<file path="config.mk">
export PLATFORM = sky130hd
export DESIGN_NAME = memArbiter
export DESIGN_NICKNAME = d
export VERILOG_FILES = /design/src/hdl/memPkg.sv /design/src/hdl/memArbiter.sv
export SDC_FILE = /design/constraint.sdc
export NUM_CORES = 1
export LEC_CHECK = 0
export BUFFER_PORTS_ARGS = -buffer_cell sky130_fd_sc_hd__clkbuf_2
export CORE_AREA = 2 2 116 203
export CTS_BUF_LIST = sky130_fd_sc_hd__clkbuf_4 sky130_fd_sc_hd__clkbuf_8
export DETAILED_ROUTE_END_ITERATION = 12
export DIE_AREA = 0 0 118 205
export HOLD_SLACK_MARGIN = 0.12
export MAX_ROUTING_LAYER = met4
export PLACE_DENSITY = 0.87
export SLEW_MARGIN = 20
export SYNTH_ARGS = -nofsm -noshare
export SYNTH_HDL_FRONTEND = slang
export SYNTH_SLANG_ARGS = --single-unit
</file>
<file path="constraint.sdc">
create_clock -name clk -period 10.45 [get_ports clk]
set_input_delay 0 -clock clk [delete_from_list [all_inputs] [get_ports clk]]
set_output_delay 0 -clock clk [all_outputs]
set_load 0.02 [all_outputs]
</file>
<file path="src/hdl/memPkg.sv">
package memPkg;

    // bus widths
    localparam int addrWidth = 32;
    localparam int dataWidth = 32;
    localparam int byteWidth = 8;

    // transfer length and stage counter
    localparam int lenWidth = 3;

    // a whole word moves as four bytes
    localparam logic [lenWidth-1:0] wordLen = 3'd4;

    // address bits 17:16 of the I/O window, never cached
    localparam logic [1:0] ioRegion = 2'b11;

    // fetch address split, sized for the default 128-line cache
    localparam int offsetWidth = 2;
    localparam int indexWidth  = 7;
    localparam int tagWidth    = addrWidth - indexWidth - offsetWidth;

    typedef struct packed {
        logic [tagWidth-1:0]    tag;
        logic [indexWidth-1:0]  index;
        logic [offsetWidth-1:0] offset;
    } fetchFieldsT;

    // same word seen as a byte address or as cache fields
    typedef union packed {
        logic [addrWidth-1:0] flat;
        fetchFieldsT          fields;
    } fetchAddrT;

endpackage

</file>
<file path="src/hdl/memArbiter.sv">
`timescale 1ns/1ps

module memArbiter (
    input  logic                         clk,
    input  logic                         rst,
    input  logic                         rdy,
    input  logic                         flush,
    // instruction cache port
    input  logic                         missEn,
    input  logic [memPkg::addrWidth-1:0] missAddr,
    // load/store port
    input  logic                         lsEn,
    input  logic                         lsWrite,
    input  logic [memPkg::addrWidth-1:0] lsAddr,
    input  logic [memPkg::lenWidth-1:0]  lsLen,
    input  logic [memPkg::dataWidth-1:0] storeData,
    // RAM read data, one cycle behind ramAddr
    input  logic [memPkg::byteWidth-1:0] ramReadData,
    output logic                         fillEn,
    output logic [memPkg::addrWidth-1:0] fillAddr,
    output logic [memPkg::dataWidth-1:0] fillInst,
    output logic                         lsDone,
    output logic [memPkg::dataWidth-1:0] loadData,
    output logic                         ramWrite,
    output logic [memPkg::addrWidth-1:0] ramAddr,
    output logic [memPkg::byteWidth-1:0] ramWriteData
);

    // running transfer
    logic                         busy;
    logic                         curLs;
    logic                         curWrite;
    logic [memPkg::lenWidth-1:0]  stage;
    logic [memPkg::lenWidth-1:0]  curLen;
    logic [memPkg::dataWidth-1:0] rdBuf;
    // store bytes not yet on the bus
    logic [memPkg::dataWidth-1:0] wrBuf;

    // one waiting slot per port
    logic                         instWait;
    logic [memPkg::addrWidth-1:0] instWaitAddr;
    logic                         lsWait;
    logic                         lsWaitWrite;
    logic [memPkg::addrWidth-1:0] lsWaitAddr;
    logic [memPkg::lenWidth-1:0]  lsWaitLen;
    logic [memPkg::dataWidth-1:0] lsWaitData;

    logic fillPulse;
    logic lsPulse;

    // read byte that was on the bus when a stall began
    logic                         stallHeld;
    logic [memPkg::byteWidth-1:0] heldByte;
    logic [memPkg::byteWidth-1:0] rdByte;

    logic finish;
    logic free;
    logic newInst;
    logic lsPending;
    logic takeLs;
    logic takeInst;
    logic start;

    // request chosen for the next transfer
    logic                         selWrite;
    logic [memPkg::addrWidth-1:0] selAddr;
    logic [memPkg::lenWidth-1:0]  selLen;
    logic [memPkg::dataWidth-1:0] selData;

    logic [memPkg::dataWidth-1:0] nextBuf;

    assign fillEn = fillPulse && rdy;
    assign lsDone = lsPulse && rdy;

    assign rdByte = stallHeld ? heldByte : ramReadData;

    // a flush ends a running fetch early
    assign finish = busy && ((stage == curLen) || (flush && !curLs));
    assign free   = !busy || finish;

    // missEn stays up until the fill, accept it only when nothing is outstanding
    assign newInst = missEn && !flush && !instWait && !(busy && !curLs);

    assign lsPending = lsWait || lsEn;
    assign takeLs    = free && lsPending;
    assign takeInst  = free && !lsPending && ((instWait && !flush) || newInst);
    assign start     = takeLs || takeInst;

    always_comb begin
        if (lsWait) begin
            selWrite = lsWaitWrite;
            selAddr  = lsWaitAddr;
            selLen   = lsWaitLen;
            selData  = lsWaitData;
        end else if (lsEn) begin
            selWrite = lsWrite;
            selAddr  = lsAddr;
            selLen   = lsLen;
            selData  = storeData;
        end else begin
            selWrite = 1'b0;
            selAddr  = instWait ? instWaitAddr : missAddr;
            selLen   = memPkg::wordLen;
            selData  = '0;
        end
    end

    // little-endian assembly, byte stage-1 arrives at stage
    always_comb begin
        nextBuf = rdBuf;
        if (busy && !curWrite && (stage != '0)) begin
            nextBuf[memPkg::byteWidth * (stage - 1) +: memPkg::byteWidth] = rdByte;
        end
    end

    always_ff @(posedge clk or posedge rst) begin
        if (rst) begin
            busy      <= 1'b0;
            curLs     <= 1'b0;
            curWrite  <= 1'b0;
            stage     <= '0;
            curLen    <= '0;
            instWait  <= 1'b0;
            lsWait    <= 1'b0;
            fillPulse <= 1'b0;
            lsPulse   <= 1'b0;
            ramWrite  <= 1'b0;
            ramAddr   <= '0;
            stallHeld <= 1'b0;
        end else if (rdy) begin
            stallHeld <= 1'b0;
            fillPulse <= finish && !curLs && !flush;
            lsPulse   <= finish && curLs;

            if (flush || (takeInst && instWait)) begin
                instWait <= 1'b0;
            end else if (newInst && !takeInst) begin
                instWait <= 1'b1;
            end

            if (lsWait) begin
                lsWait <= !takeLs;
            end else begin
                lsWait <= lsEn && !takeLs;
            end

            if (start) begin
                busy     <= 1'b1;
                curLs    <= takeLs;
                curWrite <= selWrite;
                stage    <= '0;
                curLen   <= selLen;
                ramAddr  <= selAddr;
                ramWrite <= selWrite;
            end else if (finish) begin
                busy     <= 1'b0;
                ramWrite <= 1'b0;
            end else if (busy) begin
                stage    <= stage + 1'b1;
                ramAddr  <= ramAddr + 1'b1;
                // drop the strobe once the last byte has gone out
                ramWrite <= curWrite && ((stage + 1'b1) < curLen);
            end
        end else if (!stallHeld) begin
            stallHeld <= 1'b1;
        end
    end

    always_ff @(posedge clk) begin
        if (rdy) begin
            if (lsEn && !takeLs) begin
                lsWaitWrite <= lsWrite;
                lsWaitAddr  <= lsAddr;
                lsWaitLen   <= lsLen;
                lsWaitData  <= storeData;
            end
            if (newInst && !takeInst) begin
                instWaitAddr <= missAddr;
            end

            if (finish) begin
                if (curLs) begin
                    loadData <= nextBuf;
                end else if (!flush) begin
                    fillInst <= nextBuf;
                end
            end

            if (start) begin
                rdBuf        <= '0;
                wrBuf        <= selData >> memPkg::byteWidth;
                ramWriteData <= selData[memPkg::byteWidth-1:0];
                if (takeInst) begin
                    fillAddr <= selAddr;
                end
            end else if (busy) begin
                rdBuf        <= nextBuf;
                wrBuf        <= wrBuf >> memPkg::byteWidth;
                ramWriteData <= wrBuf[memPkg::byteWidth-1:0];
            end
        end else if (!stallHeld) begin
            heldByte <= ramReadData;
        end
    end

    lsLenInRange: assert property (
        @(posedge clk) disable iff (rst)
        (rdy && lsEn) |-> ((lsLen != '0) && (lsLen <= memPkg::wordLen))
    );

    // the load/store unit waits for lsDone before its next request
    lsSlotFree: assert property (
        @(posedge clk) disable iff (rst) (rdy && lsEn) |-> !lsWait
    );

    onePortDone: assert property (
        @(posedge clk) disable iff (rst) !(fillEn && lsDone)
    );

endmodule

</file>
==> impl_metrics.tcl, run 1 <==
set metrics [dict create \
    cts_setup_buffers 0 \
    dieArea_mm2 0.0242 \
    start_util 0.612 \
    fin_nets 1512 \
    path_max_fanout 15 \
    grt_usage 0.320 \
    ir_drop_v 0.000209 \
    fin_worst_skew_ns 0.0171 \
    hpwlAfterDp_um 21900 \
    synthCells 1015 \
    cts_root_buf "clkbuf_8" \
    synth_area_mm2 0.0138 \
    period_needed_ns 3.94 \
    cts_resized 0 \
    gp_congestion 0.879 \
    worstSkewPairLatency_ns 0.57 \
    synth.most_common_cell "edfxtp_1" \
    dr.pass1.iters 6 \
    start_kind "flop" \
    slew_headroom 0.260 \
    antenna_found_initial 2 \
    fmax_ghz 0.254 \
    synth_edf_count 268 \
    critPathRequiredTime_ns 10.77 \
    area_delta_synth_final_pct 25.9 \
    total_power_mw 4.36 \
    cp_data_arrival_time_ns 4.26 \
    layout-drive-gt1-share 0.303 \
    synthArstFlopShare 0.149 \
    drtAntennaViolNets 0 \
    synth-seq-cells 315 \
    hold_class "input port to asynchronous set/reset pin" \
    grt_pass1_vias 10900 \
    via_count 10400 \
    num_io_pins 253 \
    p_leak_nw 6.70 \
    core.rowCount 73 \
    drt-total-wl_um 37400 \
    grt_max_degree 100 \
    cts_inserted_buffers 44 \
    drt_iter0_drc 958 \
    final.period_utilization 0.377 \
    cts.hold.buffers_added 115 \
    status "complete, no violations" \
    timing.setup.tns_ns 0 \
    place_inst 1521 \
    end_kind "flop" \
    cts_tree "built" \
    yosysTopAreaCell "edfxtp_1" \
    overflow 0 \
    final_cell_area_mm2 0.0174 \
    vias_per_cell 6.07 \
    grt_pass1_wl_um 57600 \
    syn_avg_cell_area_um2 13.6 \
    hold_viol 0 \
    rr_worst_depth 10 \
    yosys_warnings 0 \
    synth_top_cell_area_share 0.583 \
    cts.reportedPaths.clkPinSlew_ns 0.07 \
    synth_fp_nets 1144 \
    worst_pin_slew_ns 1.11 \
    ys_types 67 \
    worstReg2RegStart "stage[0]$_DFFE_PP0P_" \
    synth_ff_type "edfxtp_1" \
    cts.htree.levels 2 \
    ys_seq_area_frac 0.668 \
    yosys-top-cells-area "edfxtp_1 (58%), dfrtp_1 (8.5%), mux2_2 (5.5%)" \
    finalSetupViolCount 0 \
    cts_max_path_buffers 3 \
    core_mm2 0.0226 \
    r2r_slack_ns 6.51 \
    cp-startpoint "stage[0]$_DFFE_PP0P_" \
    fin_util 0.770 \
    setup.worst_path.class "flop to flop" \
    dieHeight_um 205 \
    die_w_um 118 \
    rsz0062_at_grt "false" \
    slew_viol_final 0 \
    drc 0 \
    avgRoutedWirePerCell_um 21.8 \
    power_density_mw_per_mm2 251 \
    portBuffers 252 \
    synth_common_cells "edfxtp_1 (268), nor2_1 (76), mux2_2 (68), o21ai_0 (68), nand2_1 (62)" \
    maxCapViolCount 0 \
    cts_sinks 315 \
    final_cells 1717 \
    placed_cell_area_mm2 0.0154 \
]
[final timing paths]
check                                     endpoint
setup / recovery            rdBuf[0]$_SDFFCE_PN0P_
hold / removal               fillPulse$_DFFE_PP0P_
setup reg to reg            rdBuf[0]$_SDFFCE_PN0P_
hold reg to reg                lsPulse$_DFFE_PP0P_
max in group asynchronous     instWait$_DFFE_PP0P_
min in group clk           lsWaitAddr[9]$_DFFE_PP_
[cells by family (layout without fill, tap and decap cells)]
kind of cell | Yosys count | in the layout | synth area share
other | 0 | 3 | 0
adders and majority gates | 15 | 15 | 0.0136
xor gates and xnor gates | 6 | 6 | 0.00381
buffers and inverters | 76 | 475 | 0.0218
and+or+nand+nor | 285 | 285 | 0.105
muxes | 106 | 106 | 0.0831
AOI/OAI and AO/OA | 212 | 212 | 0.105
DFF | 315 | 315 | 0.668
[metal layers]
layer  global-route usage  routed length (um)  vias up
met5                    -                   0        -
met4                0.204                2550        0
met3               0.0493                2180      169
met2                0.563               20000      561
met1                0.332               12700     5039
li1                     -                   -     4646
[layout make-up]
type | count | area, um^2
Antenna cell | 3 | 7.51
Clock buffer | 62 | 759
Clock inverter | 15 | 66.3
Fill cell | 1369 | 5190
Inverter | 16 | 60.1
Multi-Input combinational cell | 624 | 4340
Sequential cell | 315 | 9230
Tap cell | 300 | 375
Timing Repair Buffer | 382 | 2540
[cell usage in the layout (no fill, tap or decap), drive strengths merged, types with 5 or more instances in the layout]
cell type,Yosys,final
clkbuf,47,314
edfxtp,268,268
dlygate4sd3,0,115
nor2,76,76
o21ai,69,69
mux2,68,68
nand2,63,63
dfrtp,47,47
a21oi,40,40
mux2i,38,38
nand3,35,35
and2,30,30
a221oi,25,25
a2bb2oi,16,16
nand4,16,16
ha,15,15
buf,13,15
clkinv,2,15
a22oi,14,14
inv,14,14
nor2b,12,12
and3,12,12
or3,8,8
o22ai,7,7
nor3,7,7
and4,5,5
o2111ai,5,5
[registers in the layout (all words and copies together) (netlist names), 3 cells and up]
name / cells
instWaitAddr: 32
wrBuf: 24
fillInst: 32
loadData: 32
stage: 3
fillAddr: 32
heldByte: 8
ramWriteData: 8
lsWaitLen: 3
lsWaitAddr: 32
lsWaitData: 32
curLen: 3
rdBuf: 32
ramAddr: 32
[per-stage QoR]
step | setup slack [ns] | hold WS [ns]
floorplan | 3.71 | 0.0989
finish | 6.51 | 0.118
detailed placement | 6.51 | 0.190
global placement | 6.61 | 0.191
CTS | 6.50 | 0.124
global route | 6.25 | 0.145
[power breakdown]
| group | switching [mW] | internal [mW] | total [mW] |
|---|---|---|---|
| registers | 0.212 | 1.72 | 1.93 |
| logic | 0.939 | 0.569 | 1.51 |
| clock network | 0.454 | 0.467 | 0.920 |
| total | 1.60 | 2.76 | 4.36 |
[worst max-delay path, cell delays in order, from the launching register on]
cell       delay [ns]
dfrtp_1          0.57
inv_1            0.16
ha_1             0.48
nand3_1          0.20
inv_1            0.06
ha_1             0.37
nand2_1          0.08
or3_1            0.43
a2111oi_4        0.75
mux2_2           0.44
and2_1           0.16
Note: power is estimated with default switching activity, not from simulation.
==> inputs of run 2 (changes only) <==
CORE_AREA = 2 2 120 210   (was 2 2 116 203)
DIE_AREA = 0 0 122 212   (was 0 0 118 205)
PLACE_DENSITY = 0.81   (was 0.87)
clock period = 3.8 ns   (was 10.45 ns; I/O delays follow)
==> run 2 against run 1 <==
Power increased to 2.7 times the previous value. Core utilization decreased by 4.9 points. Sequential power increased to 2.7 times the previous value. Critical endpoint is now rdBuf[4]$_SDFFCE_PN0P_. Largest cell class unchanged.
==> impl_metrics.tcl, run 2 (synthesis results as in run 1) <==
set metrics [dict create \
    cts_root_buf "clkbuf_8" \
    worst_pin_slew_ns 1.06 \
    finalWorstSetupSlack_ns 0.234 \
    avgRoutedWirePerCell_um 21.2 \
    r2r-end "rdBuf[4]$_SDFFCE_PN0P_" \
    hold_class "input port to flop" \
    worstReg2RegStart "stage[1]$_DFFE_PP0P_" \
    fin_worst_skew_ns 0.0295 \
    total_power_mw 12.0 \
    worstSkewPairLatency_ns 0.58 \
    final.period_utilization 0.938 \
    fin_nets 1522 \
    cts_tree "built" \
    cts_max_path_buffers 3 \
    num_io_pins 253 \
    final_cell_area_mm2 0.0175 \
    cts.htree.levels 2 \
    whs_path_depth 2 \
    cts_sinks 315 \
    drt-total-wl_um 36900 \
    slew_headroom 0.287 \
    hpwlAfterDp_um 23200 \
    p_leak_nw 6.76 \
    start_util 0.569 \
    gp_congestion 0.884 \
    grt_pass1_wl_um 56100 \
    maxCapViolCount 0 \
    cp_data_arrival_time_ns 3.89 \
    drtAntennaViolNets 0 \
    fillers 1657 \
    hold_viol 0 \
    setup.worst_path.class "flop to flop" \
    finalSetupViolCount 0 \
    power_density_mw_per_mm2 685 \
    status "complete, no violations" \
    start_kind "flop" \
    period_needed_ns 3.57 \
    path_max_fanout 6 \
    layout-drive-gt1-share 0.308 \
    drc 0 \
    overflow 0 \
    ir_drop_v 0.000479 \
    core.rowCount 76 \
    slew_viol_final 0 \
    area_delta_synth_final_pct 26.8 \
    dieHeight_um 212 \
    mostFrequentLayoutCell "edfxtp_1" \
    vias_per_cell 5.86 \
    grt_usage 0.293 \
    cts_inserted_buffers 44 \
    end_kind "flop" \
    die_w_um 122 \
    rr_worst_depth 11 \
    core_mm2 0.0242 \
    portBuffers 252 \
    whs_endpoint "instWaitAddr[15]$_DFFE_PP_" \
    grt_max_degree 76 \
    r2r_slack_ns 0.23 \
    final_cell_mix "edfxtp_1 (268), clkbuf_2 (252), dlygate4sd3_1 (116)" \
    critPathRequiredTime_ns 4.13 \
    cts.reportedPaths.clkPinSlew_ns 0.07 \
    dr.pass1.iters 5 \
    antenna_found_initial 2 \
    fmax_ghz 0.280 \
    drt_iter0_drc 920 \
    placed_cell_area_mm2 0.0155 \
    final_cells 1742 \
    pre_cts_ws_ns 0.190 \
    place_inst 1542 \
    dieArea_mm2 0.0259 \
    via_count 10200 \
    grt_pass1_vias 10500 \
    worstHoldStart "missAddr[15]" \
]
## run 2: layer usage
metal	track usage	part of all wire	up-vias
met4	0.181	0.064	0
met5	-	0	-
met2	0.498	0.54	450
met1	0.320	0.35	4970
met3	0.0437	0.049	136
li1	-	-	4655
## run 2: stage by stage
stage / setup TNS [ns] / hold WS (ns) / utilization
after global placement: 0 / 0.0817 / 0.639
final: 0 / 0.165 / 0.721
after CTS: 0 / 0.135 / 0.720
after detailed placement: 0 / 0.0842 / 0.639
after floorplan: 0 / 0.0989 / -
after global routing: -0.000725 / 0.154 / 0.721
## run 2: power breakdown
| part | total [mW] | switching (mW) | internal (mW) |
|---|---|---|---|
| registers | 5.22 | 0.493 | 4.73 |
| clock network | 2.49 | 1.28 | 1.21 |
| logic | 4.28 | 2.68 | 1.60 |
## run 2: final cells by class
cell class                 instances  area [um^2]  share of cell area
timing repair buffer             392         2640               0.151
clock buffer                      57          703              0.0402
antenna                            6         15.0            0.000858
clock inverter                    20         92.6             0.00529
inverter                          16         60.1             0.00343
sequential                       315         9230               0.528
multi-input combinational        624         4360               0.249
tap                              312          390              0.0223
## run 2: what timing repair did
item | 4_1_cts | 5_1_grt
endpoints found under the setup margin | 0 | 43
setup buffers | 0 | 1
hold endpoints to repair | 307 | 0
gates resized for setup | 0 | 2
hold buffers | 116 | 0
## run 2: critical path: stages, from the launching register on
cell	delay (ns)
dfrtp_2	0.41
inv_1	0.10
ha_1	0.25
xnor2_2	0.24
nand3_1	0.17
ha_1	0.33
nor4b_1	0.34
nand3_1	0.24
a2111oi_4	0.48
buf_4	0.24
mux2_2	0.37
and2_1	0.16
## run 2: worst max path at each step
stage,start,to,slack (ns),cells past startpoint
finish,stage[1]$_DFFE_PP0P_,rdBuf[4]$_SDFFCE_PN0P_,0.23,11
detailed placement,stage[1]$_DFFE_PP0P_,rdBuf[5]$_SDFFCE_PN0P_,0.19,11
global placement,stage[1]$_DFFE_PP0P_,rdBuf[2]$_SDFFCE_PN0P_,0.34,11
global route,stage[1]$_DFFE_PP0P_,rdBuf[3]$_SDFFCE_PN0P_,-0.0007,11
CTS,stage[1]$_DFFE_PP0P_,rdBuf[3]$_SDFFCE_PN0P_,0.15,11
floorplan,stage[2]$_DFFE_PP0P_,instWaitAddr[0]$_DFFE_PP_,0.19,4
